--- src/rv_pkg.sv ---
package rv_pkg;

	typedef logic [31:0] word_t;
	typedef logic [4:0] reg_addr_t;
	typedef logic [2:0] funct3_t;
	typedef logic [6:0] funct7_t;
	typedef logic [3:0] wmask_t;	// one bit per byte lane

	typedef enum logic [6:0] {
		op_lui = 7'b0110111,
		op_auipc = 7'b0010111,
		op_jal = 7'b1101111,
		op_jalr = 7'b1100111,
		op_branch = 7'b1100011,
		op_load = 7'b0000011,
		op_store = 7'b0100011,
		op_imm = 7'b0010011,
		op_reg = 7'b0110011
	} opcode_t;

	// branches
	localparam funct3_t f3_beq = 3'b000;
	localparam funct3_t f3_bne = 3'b001;
	localparam funct3_t f3_bge = 3'b101;

	// loads and stores
	localparam funct3_t f3_lw = 3'b010;
	localparam funct3_t f3_lbu = 3'b100;
	localparam funct3_t f3_sb = 3'b000;
	localparam funct3_t f3_sh = 3'b001;
	localparam funct3_t f3_sw = 3'b010;

	localparam funct3_t f3_jalr = 3'b000;

	// alu ops shared by op_imm and op_reg
	localparam funct3_t f3_add = 3'b000;
	localparam funct3_t f3_sll = 3'b001;
	localparam funct3_t f3_sltu = 3'b011;
	localparam funct3_t f3_xor = 3'b100;
	localparam funct3_t f3_sr = 3'b101;
	localparam funct3_t f3_or = 3'b110;
	localparam funct3_t f3_and = 3'b111;

	localparam funct7_t f7_base = 7'b0000000;
	localparam funct7_t f7_alt = 7'b0100000;	// srai

	localparam word_t RESET_PC = 32'h0000_0000;

endpackage
--- src/ifu.sv ---
module ifu #(
	parameter rv_pkg::word_t RESET_PC = rv_pkg::RESET_PC
) (
	input logic clk,
	input logic rst_n,
	input logic taken,
	input rv_pkg::word_t jump,
	output rv_pkg::word_t pc,
	output logic commit
);
	import rv_pkg::*;

	word_t pc_next;

	assign pc_next = taken ? jump : pc + 32'd4;

	always_ff @(posedge clk) begin
		if (!rst_n) begin
			pc <= RESET_PC;
		end else begin
			pc <= pc_next;
		end
	end

	// one instruction retires per cycle once out of reset
	always_ff @(posedge clk) begin
		if (!rst_n) begin
			commit <= 1'b0;
		end else begin
			commit <= 1'b1;
		end
	end

endmodule

--- config.mk ---
export PLATFORM = sky130hd
export DESIGN_NAME = ifu
export DESIGN_NICKNAME = d
export VERILOG_FILES = /design/src/rv_pkg.sv /design/src/ifu.sv
export SDC_FILE = /design/constraint.sdc
export NUM_CORES = 1
export LEC_CHECK = 0
export BUFFER_PORTS_ARGS = -buffer_cell sky130_fd_sc_hd__buf_2
export CAP_MARGIN = 20
export CORE_MARGIN = 4
export CORE_UTILIZATION = 30
export CTS_CLUSTER_SIZE = 30
export DETAILED_ROUTE_END_ITERATION = 8
export GPL_TIMING_DRIVEN = 0
export PLACE_DENSITY = 0.58
export RECOVER_POWER = 25
export SETUP_SLACK_MARGIN = 0.15
export SYNTH_ARGS = -nofsm -noshare
export SYNTH_HDL_FRONTEND = slang
export SYNTH_SLANG_ARGS = --single-unit
--- constraint.sdc ---
create_clock -name clk -period 3.7 [get_ports clk]
set_input_delay 0.555 -clock clk [delete_from_list [all_inputs] [get_ports clk]]
set_output_delay 0.555 -clock clk [all_outputs]
set_load 0.02 [all_outputs]
Yosys cells after proc, flatten, opt, wreduce, memory -nomap -nowiden. Cells that the tools add are included.

Register bits: 33. Input bits: 35. Output and inout bits: 33.

Add/subtract/negate cells: 1. Mux-type cells: 2.

Operator list (number): $add 32x3->32 const B (1); $mux 32 (1); $mux 1 (1).

Depth between registers and ports, before layout.
Depth in word-level cells: 2. Depth in mapped cells: 7.

Worst setup path before layout. No wires, ideal clock.

Kind: reg-to-reg. Start point: register pc[4]. End point: register pc[31]. Arrival: 1980 ps. Required time: 3584 ps. Slack: 1605 ps. Stages on the path, launching flop included: 6. Period minus slack after synthesis: 2095 ps. Cells stage by stage: dfxtp_1 nand3_2 or4_1 clkbuf_1 or4_1 and3_1.

Cells in the longest elaborated chain, start to end: 2.

RTL lines: from (decl) (line ifu.sv:8) `output rv_pkg::word_t pc,`; from (signal assigned) (line ifu.sv:21) `pc <= pc_next;`; $add 32x3->32 (line ifu.sv:15) `assign pc_next = taken ? jump : pc + 32'd4;`; $mux 32 (line ifu.sv:15).

No other way between the ends. A chain may end at the register's enable or synchronous reset.

Worst setup path after layout.
Start point: register pc[5]. End point: register pc[31].

Same word-level chain as after synthesis.

==> results.sh <==
export IMPL_cts_setup_buffers=0
export IMPL_syn_inst=206
export IMPL_hold_viol=0
export IMPL_grt_pass1_wl_mm=8.96
export IMPL_cts_buffers=5
export IMPL_whs_path_depth=1
export IMPL_synth_largest_area_cell="dfxtp_1"
export IMPL_min_delay_start="rst_n"
export IMPL_ys_warn_count=0
export IMPL_cts_tree="built"
export IMPL_rows=27
export IMPL_p_leak_nw=0.826
export IMPL_period_share_pct=58.9
export IMPL_clk_path_buf_depth=2
export IMPL_synth_xor_area_share_pct=4.14
export IMPL_die_h_um=83.1
export IMPL_setup_tns_ns=0
export IMPL_gr_total_overflow=0
export IMPL_critical_path_arrival_ns=2.36
export IMPL_dieArea_um2=6910
export IMPL_postSynthNetCount=242
export IMPL_yosys_top_cells_count="33 x dfxtp_1, 31 x o21ai_0, 14 x a31oi_1, 14 x nor2_1, 13 x or4_1"
export IMPL_root_buffer="clkbuf_8"
export IMPL_place_area_um2=2120
export IMPL_clkSinkCount=33
export IMPL_worstHoldPathType="in2reg"
export IMPL_grt_pass1_vias=1894
export IMPL_synth_most_common_cell="dfxtp_1"
export IMPL_nFillCells=612
export IMPL_synth_simple_area_share_pct=24.3
export IMPL_r2r_end="pc[31]"
export IMPL_vias=1852
export IMPL_ir_drop_v=0.000159
export IMPL_cap_violations=0
export IMPL_critPathRequiredTime_ns=3.88
export IMPL_grt_antenna_before_repair=0
export IMPL_coreArea_um2=5510
export IMPL_holdPathEnd="commit"
export IMPL_n_antenna_cell=0
export IMPL_synthArstFlopShare_pct=0
export IMPL_antenna_left=0
export IMPL_synth_seq_cells=33
export IMPL_synth_avg_cell_area_um2=8.22
export IMPL_ctsHoldBuffers=0
export IMPL_synth_cell_types=27
export IMPL_routed_wl_mm=5.20
export IMPL_power_density_nw_per_um2=368
export IMPL_min_period_ns=2.18
export IMPL_first_pass_iters=4
export IMPL_drc=0
export IMPL_routedWlPerCell_um=14.8
export IMPL_synth_fa_ha_area_share_pct=0.739
export IMPL_pre_cts_ws_ns=1.52
export IMPL_crit_type="reg2reg"
export IMPL_rrSetupSlack_ns=1.52
export IMPL_start_kind="flop"
export IMPL_clock_latency_ns=0.28
export IMPL_fin_ws_ns=1.52
export IMPL_rsz0062_at_grt="no"
export IMPL_port_buffers=67
export IMPL_io_pins=68
export IMPL_synth_ff_type="dfxtp_1"
export IMPL_muxShareOfSynthArea_pct=2.95
export IMPL_worst_slew_pin_slew_ns=0.528
export IMPL_track_usage_pct=15.6
export IMPL_slew_violations=0
export IMPL_htree_levels=2
export IMPL_path_clk_slew_ns=0.07
export IMPL_dp_final_hpwl_mm=3.82
export IMPL_drive_above_1_share_pct=24.4
export IMPL_power_uw=802
export IMPL_yosysSeqAreaShare_pct=39.0
export IMPL_status="completed"
export IMPL_synth_compound_area_share_pct=23.9
export IMPL_drt_initial_drc_count=105
export IMPL_via_per_inst=5.28
export IMPL_ff2ff_path_depth=5
export IMPL_synth_edff_count=0
export IMPL_synth_top_family_by_area="simple AND/OR/NAND/NOR gates"
export IMPL_finalClockSkew_ns=0.00378
export IMPL_max_slew_margin_rel_pct=64.8
export IMPL_end_kind="flop"
export IMPL_path_max_fanout=9
export IMPL_setup_viol=0
export IMPL_fin_nets=316
export IMPL_place_congestion=0.786
export IMPL_final_design_area_no_fill_um2=2180
export IMPL_cts_resized=0
export IMPL_syn2layout_area_growth_pct=28.7
export IMPL_synthesis_area_um2=1690
export IMPL_synth_area_leaders="dfxtp_1 39%, o21ai_0 9.2%, or4_1 5.8%, a31oi_1 5.2%, xnor2_1 4.1%"
export IMPL_dieWidth_um=83.1
export IMPL_start_util_pct=30.8
export IMPL_reg2reg_from="pc[5]"
export IMPL_grt_max_degree=11
export IMPL_fmax_ghz=0.459
export IMPL_synth_top_area_share_pct=39.0
[state kept, by name (all words and copies together) (netlist names)]
name / count
commit: 1
pc: 32
[cell type report]
type	instances	area, um^2	area share, %
Buffer	14	58.8	2.70
Clock buffer	5	68.8	3.16
Clock inverter	1	5.00	0.229
Inverter	7	26.3	1.20
Multi-Input combinational cell	152	948	43.5
Sequential cell	33	661	30.3
Tap cell	72	90.1	4.13
Timing Repair Buffer	67	323	14.8
[worst max-delay path: stages (launching register included)]
cell      delay [ns]
dfxtp_1         0.48
nand4_4         0.18
or4_1           0.49
clkbuf_1        0.23
or4_1           0.55
and3_1          0.15
[power breakdown]
part	switching [mW]	internal [mW]	total, mW
clock network	0.129	0.124	0.252
logic	0.0822	0.0538	0.136
registers	0.0328	0.380	0.413
total	0.244	0.558	0.802
[per-layer routing]
layer | vias to the layer above | global-route usage, % | routed length, um
li1 | 936 | - | -
met1 | 861 | 20.2 | 2430
met2 | 49 | 25.0 | 2370
met3 | 6 | 4.96 | 351
met4 | 0 | 4.46 | 57
met5 | - | 0 | 0
[cells in the final DEF (no fill, tap or decap), drive strengths merged]
| master | synthesis | layout |
|---|---|---|
| buf | 4 | 61 |
| dfxtp | 33 | 33 |
| o21ai | 31 | 31 |
| clkbuf | 10 | 25 |
| a31oi | 14 | 14 |
| nor2 | 14 | 14 |
| or4 | 13 | 13 |
| or3 | 10 | 10 |
| o31ai | 9 | 9 |
| nand4 | 9 | 9 |
| xnor2 | 8 | 8 |
| nand3 | 8 | 8 |
| inv | 7 | 7 |
| nand2 | 7 | 7 |
| a21oi | 7 | 7 |
| mux2i | 5 | 5 |
| a311oi | 4 | 4 |
| nor3 | 4 | 4 |
| and3 | 3 | 3 |
| and4 | 2 | 2 |
| a211oi | 2 | 2 |
| a32oi | 1 | 1 |
| ha | 1 | 1 |
| clkinv | 0 | 1 |
[worst max path at each step]
stage          depth (start not counted)  start  endpoint
3_3_place_gp                           5  pc[4]    pc[31]
6_report                               5  pc[5]    pc[31]
3_5_place_dp                           5  pc[4]    pc[31]
2_1_floorplan                          5  pc[4]    pc[31]
5_1_grt                                6  pc[5]    pc[15]
4_1_cts                                5  pc[4]    pc[31]
[logic make-up (layout without fill, tap and decap cells)]
kind of cell,count (synthesis),after routing
AO/OA/AOI/OAI,68,68
XOR/XNOR,8,8
adder cells (fa/ha/maj),1,1
buffers and inverters,21,94
flip-flops,33,33
multiplexers,5,5
AND/OR/NAND/NOR,70,70
[metrics by stage]
stage	std cells	hold WS [ns]	util, %
finish	351	0.494	39.6
CTS	351	0.435	39.8
detailed placement	345	0.483	38.5
global route	351	0.486	39.6
global placement	345	0.472	38.5
floorplan	206	0.577	-
(Power assumes the default switching activity.)
