**config.mk**
```make
export PLATFORM = sky130hd
export DESIGN_NAME = idu
export DESIGN_NICKNAME = d
export VERILOG_FILES = /design/src/rv_pkg.sv /design/src/idu.sv
export SDC_FILE = /design/constraint.sdc
export NUM_CORES = 1
export LEC_CHECK = 0
export ABC_AREA = 1
export BUFFER_PORTS_ARGS = -buffer_cell sky130_fd_sc_hd__clkbuf_2
export CORE_MARGIN = 2
export CORE_UTILIZATION = 39
export DETAILED_ROUTE_END_ITERATION = 8
export PLACE_DENSITY = 0.85
export SLEW_MARGIN = 20
export SYNTH_ARGS = -nofsm -noshare
export SYNTH_HDL_FRONTEND = slang
export SYNTH_SLANG_ARGS = --single-unit
```
**constraint.sdc**
```tcl
create_clock -name vclk -period 1.1
set_input_delay 0.055 -clock vclk [all_inputs]
set_output_delay 0.055 -clock vclk [all_outputs]
set_load 0.05 [all_outputs]
```
**src/rv_pkg.sv**
```systemverilog
package rv_pkg;

	typedef logic [31:0] word_t;
	typedef logic [4:0] reg_addr_t;
	typedef logic [2:0] funct3_t;
	typedef logic [6:0] funct7_t;
	typedef logic [3:0] wmask_t;	// one bit per byte lane

	typedef enum logic [6:0] {
		op_lui = 7'b0110111,
		op_auipc = 7'b0010111,
		op_jal = 7'b1101111,
		op_jalr = 7'b1100111,
		op_branch = 7'b1100011,
		op_load = 7'b0000011,
		op_store = 7'b0100011,
		op_imm = 7'b0010011,
		op_reg = 7'b0110011
	} opcode_t;

	// branches
	localparam funct3_t f3_beq = 3'b000;
	localparam funct3_t f3_bne = 3'b001;
	localparam funct3_t f3_bge = 3'b101;

	// loads and stores
	localparam funct3_t f3_lw = 3'b010;
	localparam funct3_t f3_lbu = 3'b100;
	localparam funct3_t f3_sb = 3'b000;
	localparam funct3_t f3_sh = 3'b001;
	localparam funct3_t f3_sw = 3'b010;

	localparam funct3_t f3_jalr = 3'b000;

	// alu ops shared by op_imm and op_reg
	localparam funct3_t f3_add = 3'b000;
	localparam funct3_t f3_sll = 3'b001;
	localparam funct3_t f3_sltu = 3'b011;
	localparam funct3_t f3_xor = 3'b100;
	localparam funct3_t f3_sr = 3'b101;
	localparam funct3_t f3_or = 3'b110;
	localparam funct3_t f3_and = 3'b111;

	localparam funct7_t f7_base = 7'b0000000;
	localparam funct7_t f7_alt = 7'b0100000;	// srai

	localparam word_t RESET_PC = 32'h0000_0000;

endpackage
```
**src/idu.sv**
```systemverilog
module idu (
	input rv_pkg::word_t inst,
	output rv_pkg::opcode_t opcode,
	output rv_pkg::funct3_t funct3,
	output rv_pkg::funct7_t funct7,
	output rv_pkg::reg_addr_t rs1,
	output rv_pkg::reg_addr_t rs2,
	output rv_pkg::reg_addr_t rd,
	output rv_pkg::word_t imm,
	output logic wb_en
);
	import rv_pkg::*;

	word_t imm_i;
	word_t imm_s;
	word_t imm_b;
	word_t imm_u;
	word_t imm_j;
	logic writes_rd;

	assign opcode = opcode_t'(inst[6:0]);	// may hold an unlisted value
	assign funct3 = inst[14:12];
	assign funct7 = inst[31:25];
	assign rs1 = inst[19:15];
	assign rs2 = inst[24:20];
	assign rd = inst[11:7];

	assign imm_i = {{20{inst[31]}}, inst[31:20]};
	assign imm_s = {{20{inst[31]}}, inst[31:25], inst[11:7]};
	assign imm_b = {{19{inst[31]}}, inst[31], inst[7], inst[30:25], inst[11:8], 1'b0};
	assign imm_u = {inst[31:12], 12'b0};
	assign imm_j = {{11{inst[31]}}, inst[31], inst[19:12], inst[20], inst[30:21], 1'b0};

	always_comb begin
		case (opcode)
			op_lui, op_auipc: imm = imm_u;
			op_jal: imm = imm_j;
			op_branch: imm = imm_b;
			op_store: imm = imm_s;
			op_jalr, op_load, op_imm: imm = imm_i;
			default: imm = '0;
		endcase
	end

	// only supported variants with a destination write back
	always_comb begin
		case (opcode)
			op_lui, op_auipc, op_jal: writes_rd = 1'b1;
			op_jalr: writes_rd = (funct3 == f3_jalr);
			op_load: writes_rd = (funct3 == f3_lw) || (funct3 == f3_lbu);
			op_imm: begin
				case (funct3)
					f3_add, f3_sltu, f3_xor, f3_and: writes_rd = 1'b1;
					f3_sll: writes_rd = (funct7 == f7_base);
					f3_sr: writes_rd = (funct7 == f7_alt);	// srai only
					default: writes_rd = 1'b0;
				endcase
			end
			op_reg: begin
				writes_rd = (funct7 == f7_base) &&
					(funct3 inside {f3_add, f3_sll, f3_sltu, f3_or, f3_and});
			end
			default: writes_rd = 1'b0;
		endcase
	end

	assign wb_en = writes_rd && (rd != '0);	// x0 never written

endmodule

```
==> results of run 1 <==
logic make-up after synthesis:
kind of cell    after synthesis
buf+inv                      61
compound gates               26
simple gates                 92
stage by stage:
step | TNS, ns | std cells | hold WS, ns | utilization (%)
after floorplan | -0.779 | 179 | 0.214 | -
after global placement | -9.48 | 297 | 0.421 | 73.1
after detailed placement | -10.21 | 297 | 0.422 | 73.1
synth_stat cells:
library cell  number  area share [%]
buf_4             32              24
nor2_2             5             3.1
nand3_1           17             8.4
inv_1             22             8.1
nor2_1            14             5.2
inv_2              1            0.37
nand2_4            3             3.3
nand4_1            4             2.5
nor4_1             1            0.62
o31ai_1            1            0.74
nand2_1           36              13
buf_2              3             1.5
o21ai_0            8             3.9
nand2_2            1            0.62
a21oi_1           15             7.4
o2111ai_1          1            0.86
nor2_4             2             2.2
nor3_1             1            0.49
buf_6              3             3.3
nand4_2            8             9.8
a21boi_0           1            0.74
==> flow_summary.ini, run 1 <==
[placed_design]
hpwlAfterDp_um = 2860
pre_cts_slack_ns = -0.380
place.gp.congestion = 0.809
postPlaceCellArea_um2 = 1810
io_buffers = 97

[logic_synthesis]
seq_area_frac_synth_pct = 0
muxShareOfSynthArea_pct = 0
synth_xor_area_share_pct = 0
synth_cells = 179
synth_top_family_by_area = simple AND/OR/NAND/NOR gates
syn_area_um2 = 1020
postSynthNetCount = 211
synthSimpleGateAreaFrac_pct = 49.4
synthAdderAreaFrac_pct = 0
avgSynthCellArea_um2 = 5.68
yosys_warnings = 0
synth.distinct_cells = 21
synth_compound_area_share_pct = 13.7

[status]
toolErrorMsg = [ERROR DPL-0038] Utilization greater than 100%, impossible to legalize
lastStage = clock tree synthesis (4_1_cts)
status = did not finish

[die]
die_y_um = 55.1
initial_utilization_pct = 41.1
io_pins = 97
num_rows = 18
die_w_um = 55.1

[cts]
hold_buffers = 0
post_cts_buffers = 10
cts_resized = 108
==> run 2: changes to the inputs <==
--- a/config.mk
+++ b/config.mk
@@ -7,10 +7,10 @@
 export LEC_CHECK = 0
 export ABC_AREA = 1
 export BUFFER_PORTS_ARGS = -buffer_cell sky130_fd_sc_hd__clkbuf_2
-export CORE_MARGIN = 2
-export CORE_UTILIZATION = 39
+export CORE_AREA = 2 2 63 65
 export DETAILED_ROUTE_END_ITERATION = 8
-export PLACE_DENSITY = 0.85
+export DIE_AREA = 0 0 65 67
+export PLACE_DENSITY_LB_ADDON = 0.15
 export SLEW_MARGIN = 20
 export SYNTH_ARGS = -nofsm -noshare
 export SYNTH_HDL_FRONTEND = slang
==> flow_summary.ini, run 2 <==
[logic_synthesis]
seq_area_frac_synth_pct = 0
yosysTopAreaCell = buf_4
synth_top_area_share_pct = 23.6
yosysMostFrequentCell = nand2_1
yosys_warnings = 0
synth_cells = 179
synthTopCellsByArea = buf_4 (24%), nand2_1 (13%), nand4_2 (9.8%)
avgSynthCellArea_um2 = 5.68
syn_area_um2 = 1020
synthTopCellsByCount = nand2_1 (36), buf_4 (32), inv_1 (22)
synth.distinct_cells = 21
postSynthNetCount = 211

[worst_setup_path]
worstPathRequired_ns = 1.04
cp_cell_sequence = buf_8 -> nor2_4 -> nand2_4 -> buf_6 -> nor2_4 -> buf_6 -> clkinv_8 -> buf_6 -> a21oi_4 -> buf_12
cp.arrival_ns = 1.32
crit_top_cell = buf_6
worstSetupEndpointType = output pin
critPathSlowestCell = a21oi_4
path_class = input pin to output pin
crit_path_max_fanout = 8
crit_path_start_kind = input pin
max_stage_delay_ns = 0.16

[sta]
post-route-period-util_pct = 125
slew_violations = 0
fin_ws_ns = -0.279
max_freq_mhz = 725
setup_viol = 33
min_period_ns = 1.38
finalHoldViolCount = 0
rsz0062_at_grt = yes
worstMarginPinSlew_ns = 0.427
slew_headroom_pct = 71.5

[global_routing]
grt_pass1_vias = 1440
gr-total-overflow = 0
grt_pass1_wl_um = 6650
antenna_found_initial = 0
grt_max_degree = 13
grt_use_total_pct = 18.9

[final_layout]
layout.cells.most_common = clkbuf_2
regArea_um2 = 0
antenna_cells = 0
area_delta_synth_final_pct = 165
layout_common_cells = clkbuf_2 (57), buf_4 (26), buf_8 (25)
final_util_pct = 74.8
fillers = 281
drive_gt1_share_pct = 77.8
seq_cells = 0
n_clock_buffer = 0
nNetsFinal = 322
multi_input_area_um2 = 1070

[route]
wirelength_um = 4620
drtAntennaViolNets = 0
drtIter0Drc = 57
vias = 1564
met3WireLength_um = 266
wire_per_inst_um = 13.7
via_per_inst = 4.65
routed.top_layer = met3
drc = 0
drt_pass1_iterations = 4
wl_met1_um = 1840
route.met2.wl_um = 2510

[pwr]
p_clk_share_pct = 0
ir_worst_vdd_mv = 0.271
power_density_nw_per_um2 = 319
pwr-share-comb_pct = 100.0
switching_share_pct = 65.6
power_frac_seq_pct = 0
cellInternalPower_w = 0.000296
leakage_nw = 1.41
power.switching_w = 0.000564

[die]
die_y_um = 67
core-area_um2 = 3610
die_w_um = 65
io_pins = 97
num_rows = 22
die_area_um2 = 4360
initial_utilization_pct = 28.2

[job]
drv_cap = 0

[placed_design]
place.gp.congestion = 0.788
hpwlAfterDp_um = 2900
io_buffers = 97
pre_cts_slack_ns = -0.420

[min_path]
hold_path.class = input pin to output pin

[status]
status = finished with violations
violations = negative setup slack
-- run 2: cell counts after synthesis --
No cell type changed its count.
-- run 2: cell families (layout without fill, tap and decap cells) --
| family | Yosys count | count (layout) | synth area share [%] |
|---|---|---|---|
| compound gates | 26 | 26 | 13.7 |
| buf+inv | 61 | 167 | 36.9 |
| simple gates | 92 | 95 | 49.4 |
-- run 2: layout make-up --
cell class	instances	area share, %
Tap cell	48	2.23
Timing Repair Buffer	144	53.9
Multi-Input combinational cell	121	39.8
Inverter	23	4.04
-- run 2: worst paths after layout --
path                 from      end  slack (ns)  cells past startpoint
setup / recovery  inst[2]  imm[10]       -0.28                     10
hold / removal    inst[7]    rd[0]        0.42                      2
-- run 2: power by group through the flow --
stage | registers [W] | logic [W] | clock network, W
4_1_cts | 0 | 0.000809 | 0
6_report | 0 | 0.000860 | 0
3_3_place_gp | 0 | 0.000709 | 0
2_1_floorplan | 0 | 0.000530 | 0
5_1_grt | 0 | 0.000900 | 0
3_5_place_dp | 0 | 0.000710 | 0
-- run 2: worst max-delay path, delay by kind of cell --
kind                   cells  cell delay, ns
AND/OR/NAND/NOR            3            0.37
AO/OA/AOI/OAI              1            0.16
buffers and inverters      6            0.74
-- run 2: through the flow --
step	TNS (ns)	hold WS, ns	area (µm²)	power, W	cells
final	-7.50	0.424	2700	0.000860	336
after global routing	-8.90	0.428	2700	0.000900	336
after CTS	-6.37	0.423	2440	0.000809	329
after detailed placement	-10.37	0.423	1900	0.000710	318
after global placement	-9.71	0.422	1900	0.000709	318
after floorplan	-0.779	0.214	1220	0.000530	179
-- run 2: timing repair --
item	4_1_cts	5_1_grt
pin swaps	14	26
cloned	3	3
resized for setup	91	65
endpoints found under the setup margin	33	33
buffers inserted	8	8
hold buffers	0	0
-- run 2: routing by layer --
metal | track usage, % | vias up
met5 | 0 | -
met4 | 0 | 0
met3 | 1.18 | 0
met2 | 38.0 | 63
met1 | 23.0 | 712
li1 | - | 789
Note: power is estimated with default switching activity, not from simulation.
==> run 3: changes to the inputs <==
--- a/config.mk
+++ b/config.mk
@@ -5,7 +5,6 @@
 export SDC_FILE = /design/constraint.sdc
 export NUM_CORES = 1
 export LEC_CHECK = 0
-export ABC_AREA = 1
 export BUFFER_PORTS_ARGS = -buffer_cell sky130_fd_sc_hd__clkbuf_2
 export CORE_AREA = 2 2 63 65
 export DETAILED_ROUTE_END_ITERATION = 8
==> flow_summary.ini, run 3 <==
[placed_design]
io_buffers = 97
place.gp.congestion = 0.876
hpwlAfterDp_um = 2860

[route]
drc = 0
drtAntennaViolNets = 0
wire_per_inst_um = 13.8
drt_pass1_iterations = 3
wirelength_um = 3730
via_per_inst = 4.62
vias = 1253
drtIter0Drc = 11

[final_layout]
layout.cells.most_common = clkbuf_2
fillers = 305
multi_input_area_um2 = 878
nNetsFinal = 257
seq_cells = 0
layout_common_cells = clkbuf_2 (61), buf_4 (35), clkbuf_16 (16)
final_util_pct = 64.4
area_delta_synth_final_pct = 153
drive_gt1_share_pct = 85.7
n_clock_buffer = 0
antenna_cells = 0
regArea_um2 = 0

[min_path]
holdPathStages = 2
hold_path.class = input pin to output pin
hold_start = inst[17]
worstHoldEndpoint = rs1[2]

[die]
num_rows = 22
initial_utilization_pct = 25.5
core-area_um2 = 3610
die_y_um = 67
die_w_um = 65
io_pins = 97
die_area_um2 = 4360

[sta]
worstMarginPinSlew_ns = 0.296
setup_viol = 33
max_freq_mhz = 720
finalHoldViolCount = 0
slew_violations = 0
rsz0062_at_grt = yes
post-route-period-util_pct = 126
slew_headroom_pct = 80.3
fin_ws_ns = -0.289
fin_tns_setup_ns = -8.21
min_period_ns = 1.39

[logic_synthesis]
syn_area_um2 = 918
yosysTopAreaCell = buf_4
synth_cells = 124
postSynthNetCount = 156
synth_top_area_share_pct = 26.2
yosysMostFrequentCell = buf_4
yosys_warnings = 0
synthTopCellsByArea = buf_4 (26%), a21o_1 (16%), nor2b_1 (5.4%)
seq_area_frac_synth_pct = 0
synth.distinct_cells = 41
avgSynthCellArea_um2 = 7.41
synthTopCellsByCount = buf_4 (32), a21o_1 (19), nor2b_1 (8)

[job]
drv_cap = 0

[worst_setup_path]
worstPathRequired_ns = 1.04
path_class = input pin to output pin
crit_path_max_fanout = 8
worstSetupEndpointType = output pin
cp.arrival_ns = 1.33
crit_path_start_kind = input pin

[global_routing]
grt_use_total_pct = 16.5
grt_pass1_wl_um = 5870
antenna_found_initial = 0
gr-total-overflow = 0
grt_max_degree = 12
grt_pass1_vias = 1220

[pwr]
power_w = 0.000852
leakage_nw = 1.15
ir_worst_vdd_mv = 0.205
power_density_nw_per_um2 = 367

[status]
violations = negative setup slack
status = finished with violations
==> run 3: cell count changes after synthesis, moves of 4 or more <==
cell,before,now
a21o_1,0,19
a21oi_1,15,2
a22o_1,0,4
inv_1,22,3
nand2_1,36,4
nand3_1,17,3
nand4_2,8,0
nor2_1,14,3
nor2_2,5,0
nor2b_1,0,8
o21ai_0,8,1
==> run 3: cell type report <==
cell class / instances / area share (%)
multi-input cells: 83 / 37.8
inverters: 3 / 0.485
repair buffers: 137 / 59.1
well taps: 48 / 2.59
==> run 3: worst max path at each step <==
stage / from / end / slack, ns / cells after the start
after floorplan: inst[6] / wb_en / -0.18 / 5
after global placement: inst[3] / imm[30] / -0.39 / 7
after detailed placement: inst[3] / imm[28] / -0.43 / 7
after CTS: inst[3] / imm[16] / -0.32 / 6
after global routing: inst[3] / imm[14] / -0.32 / 6
final: inst[3] / imm[14] / -0.29 / 6
==> run 3: per-layer routing <==
metal | vias up | part of all wire (%) | track usage, %
met5 | - | 0 | 0
met2 | 56 | 56 | 33.0
li1 | 621 | - | -
met3 | 0 | 5.3 | 1.35
met4 | 0 | 0 | 0.532
met1 | 576 | 39 | 19.9
==> run 3: critical path, stage by stage <==
cell and delay, ns:
buf_8 0.10, nand4bb_4 0.21, or3_4 0.38, a21oi_4 0.27, a21o_2 0.16, clkbuf_16 0.16
==> run 3: cells by family after synthesis <==
group	Yosys count	synth area share [%]
AND/OR/NAND/NOR	42	32.8
buffers and inverters	41	31.6
AO/OA/AOI/OAI	39	33.7
XOR/XNOR	2	1.91
==> run 3: report_power, final <==
part           internal, W  switching, W  total (W)
clock                    0             0          0
sequential               0             0          0
combinational     0.000334      0.000518   0.000852
total             0.000334      0.000518   0.000852
==> run 3: timing repair <==
item / 4_1_cts / 5_1_grt
pin swaps: 12 / 5
gates resized for setup: 78 / 21
buffers inserted: 4 / 2
endpoints found under the hold margin: 0 / 0
setup endpoints to repair: 33 / 33
hold buffers: 0 / 0
==> run 3: metrics by stage <==
stage / hold slack (ns) / area, µm² / std cells / setup WS [ns]
floorplan: 0.267 / 1120 / 124 / -0.177
CTS: 0.425 / 2270 / 270 / -0.322
global placement: 0.426 / 1770 / 266 / -0.393
global route: 0.430 / 2320 / 271 / -0.324
detailed placement: 0.425 / 1770 / 266 / -0.428
finish: 0.424 / 2320 / 271 / -0.289
==> run 4: changes to the inputs <==
--- a/config.mk
+++ b/config.mk
@@ -9,7 +9,7 @@
 export CORE_AREA = 2 2 63 65
 export DETAILED_ROUTE_END_ITERATION = 8
 export DIE_AREA = 0 0 65 67
-export PLACE_DENSITY_LB_ADDON = 0.15
+export PLACE_DENSITY_LB_ADDON = 0.3
 export SLEW_MARGIN = 20
 export SYNTH_ARGS = -nofsm -noshare
 export SYNTH_HDL_FRONTEND = slang
==> constraint.sdc (replaced) <==
create_clock -name vclk -period 1.12
set_input_delay 0.056 -clock vclk [all_inputs]
set_output_delay 0.056 -clock vclk [all_outputs]
set_load 0.05 [all_outputs]
==> flow_summary.ini, run 4 (synthesis results as in run 3) <==
[status]
status = finished with violations
violations = negative setup slack

[route]
drc = 0
drtIter0Drc = 12
vias = 1287
drt_pass1_iterations = 4
wire_per_inst_um = 14.3
via_per_inst = 4.71
drtAntennaViolNets = 0
wirelength_um = 3900

[worst_setup_path]
path_class = input pin to output pin
crit_path_start_kind = input pin
worstSetupEndpointType = output pin
max_stage_delay_ns = 0.39
crit_top_cell = buf_6
startpoint = inst[2]
critPathCapture = imm[4]
cp_cell_sequence = buf_8 -> nand4bb_4 -> or3_4 -> buf_6 -> o21ai_4 -> buf_6 -> a22o_4 -> buf_12
cp.arrival_ns = 1.35
worstPathRequired_ns = 1.06
critPathSlowestCell = or3_4
crit_path_max_fanout = 4

[final_layout]
instances_no_fill = 273
layout_common_cells = clkbuf_2 (59), buf_4 (33), clkbuf_16 (17)
drive_gt1_share_pct = 84.0
layout.cells.most_common = clkbuf_2
nNetsFinal = 259
final_util_pct = 66.3
design_area_um2 = 2390
fillers = 279
regArea_um2 = 0
n_clock_buffer = 0
antenna_cells = 0
seq_cells = 0
area_delta_synth_final_pct = 160

[die]
io_pins = 97
num_rows = 22
die_area_um2 = 4360
core-area_um2 = 3610
initial_utilization_pct = 25.5
die_y_um = 67
die_w_um = 65

[pwr]
pwr-share-comb_pct = 100.0
switching_share_pct = 60.4
power.switching_w = 0.000515
power_frac_seq_pct = 0
power_w = 0.000853
leakage_nw = 1.18
power_density_nw_per_um2 = 357
ir_worst_vdd_mv = 0.213
cellInternalPower_w = 0.000337
p_clk_share_pct = 0

[placed_design]
postPlaceCellArea_um2 = 1810
pre_cts_slack_ns = -0.411
hpwlAfterDp_um = 2920
io_buffers = 97
dp.cells = 270
place.gp.congestion = 0.778

[sta]
slew_violations = 0
min_period_ns = 1.40
setup_viol = 33
max_freq_mhz = 714
post-route-period-util_pct = 125
rsz0062_at_grt = yes
worstMarginPinSlew_ns = 0.317
finalHoldViolCount = 0
fin_ws_ns = -0.281
slew_headroom_pct = 78.8

[global_routing]
grt_pass1_wl_um = 6070
gr-total-overflow = 0
grt_use_total_pct = 17.4
grt_pass1_vias = 1251
grt_max_degree = 12
antenna_found_initial = 0

[min_path]
hold_path.class = input pin to output pin

[cts]
hold_buffers = 0

[job]
drv_cap = 0
==> run 4: cell types whose count changed in the layout (fill, tap and decap cells not counted), moves of 2 or more <==
cell	before	now
a22o_2	2	0
buf_6	4	7
a22o_4	2	4
clkbuf_8	0	2
clkbuf_2	61	59
buf_4	35	33
==> run 4: timing repair <==
item                                    in CTS  in global routing
pin swaps                                   18                 13
resized for setup                           86                 15
endpoints found under the setup margin      33                 33
cloned                                       0                  0
setup buffers                                4                  0
==> run 4: worst min path at each step <==
stage               depth (start not counted)     start      end  slack [ns]
detailed placement                          2  inst[15]   rs1[0]        0.43
finish                                      2  inst[15]   rs1[0]        0.43
floorplan                                   1  inst[30]  imm[10]        0.27
global route                                2  inst[16]   rs1[1]        0.43
global placement                            2  inst[15]   rs1[0]        0.43
CTS                                         2  inst[15]   rs1[0]        0.43
==> run 4: critical path, delay by kind of cell <==
kind,cells,cell delay (ns)
and+or+nand+nor,2,0.60
buffers and inverters,4,0.50
AOI/OAI and AO/OA,2,0.19
==> run 4: layer usage <==
layer | wire length, µm | part of all wire (%) | GRT usage [%] | vias to the layer above
met5 | 0 | 0 | 0 | -
met4 | 35 | 0.90 | 0.798 | 0
met3 | 277 | 7.1 | 2.03 | 4
met2 | 2170 | 56 | 36.5 | 61
met1 | 1420 | 36 | 19.3 | 593
li1 | - | - | - | 629
==> run 4: per-stage QoR <==
step | TNS, ns | hold slack (ns)
2_1_floorplan | -2.40 | 0.269
3_3_place_gp | -10.97 | 0.426
3_5_place_dp | -11.84 | 0.428
4_1_cts | -10.46 | 0.428
5_1_grt | -9.79 | 0.431
6_report | -8.10 | 0.427
==> run 4: layout make-up <==
class	instances	area, µm²	share of cell area, %
tap	48	60.1	2.51
multi-input combinational	83	883	37.0
timing repair buffer	139	1440	60.1
inverter	3	11.3	0.471
==> run 4: power groups by stage <==
stage	sequential (W)	clock (W)	combinational, W
detailed placement	0	0	0.000739
CTS	0	0	0.000838
finish	0	0	0.000853
global route	0	0	0.000893
global placement	0	0	0.000734
floorplan	0	0	0.000528
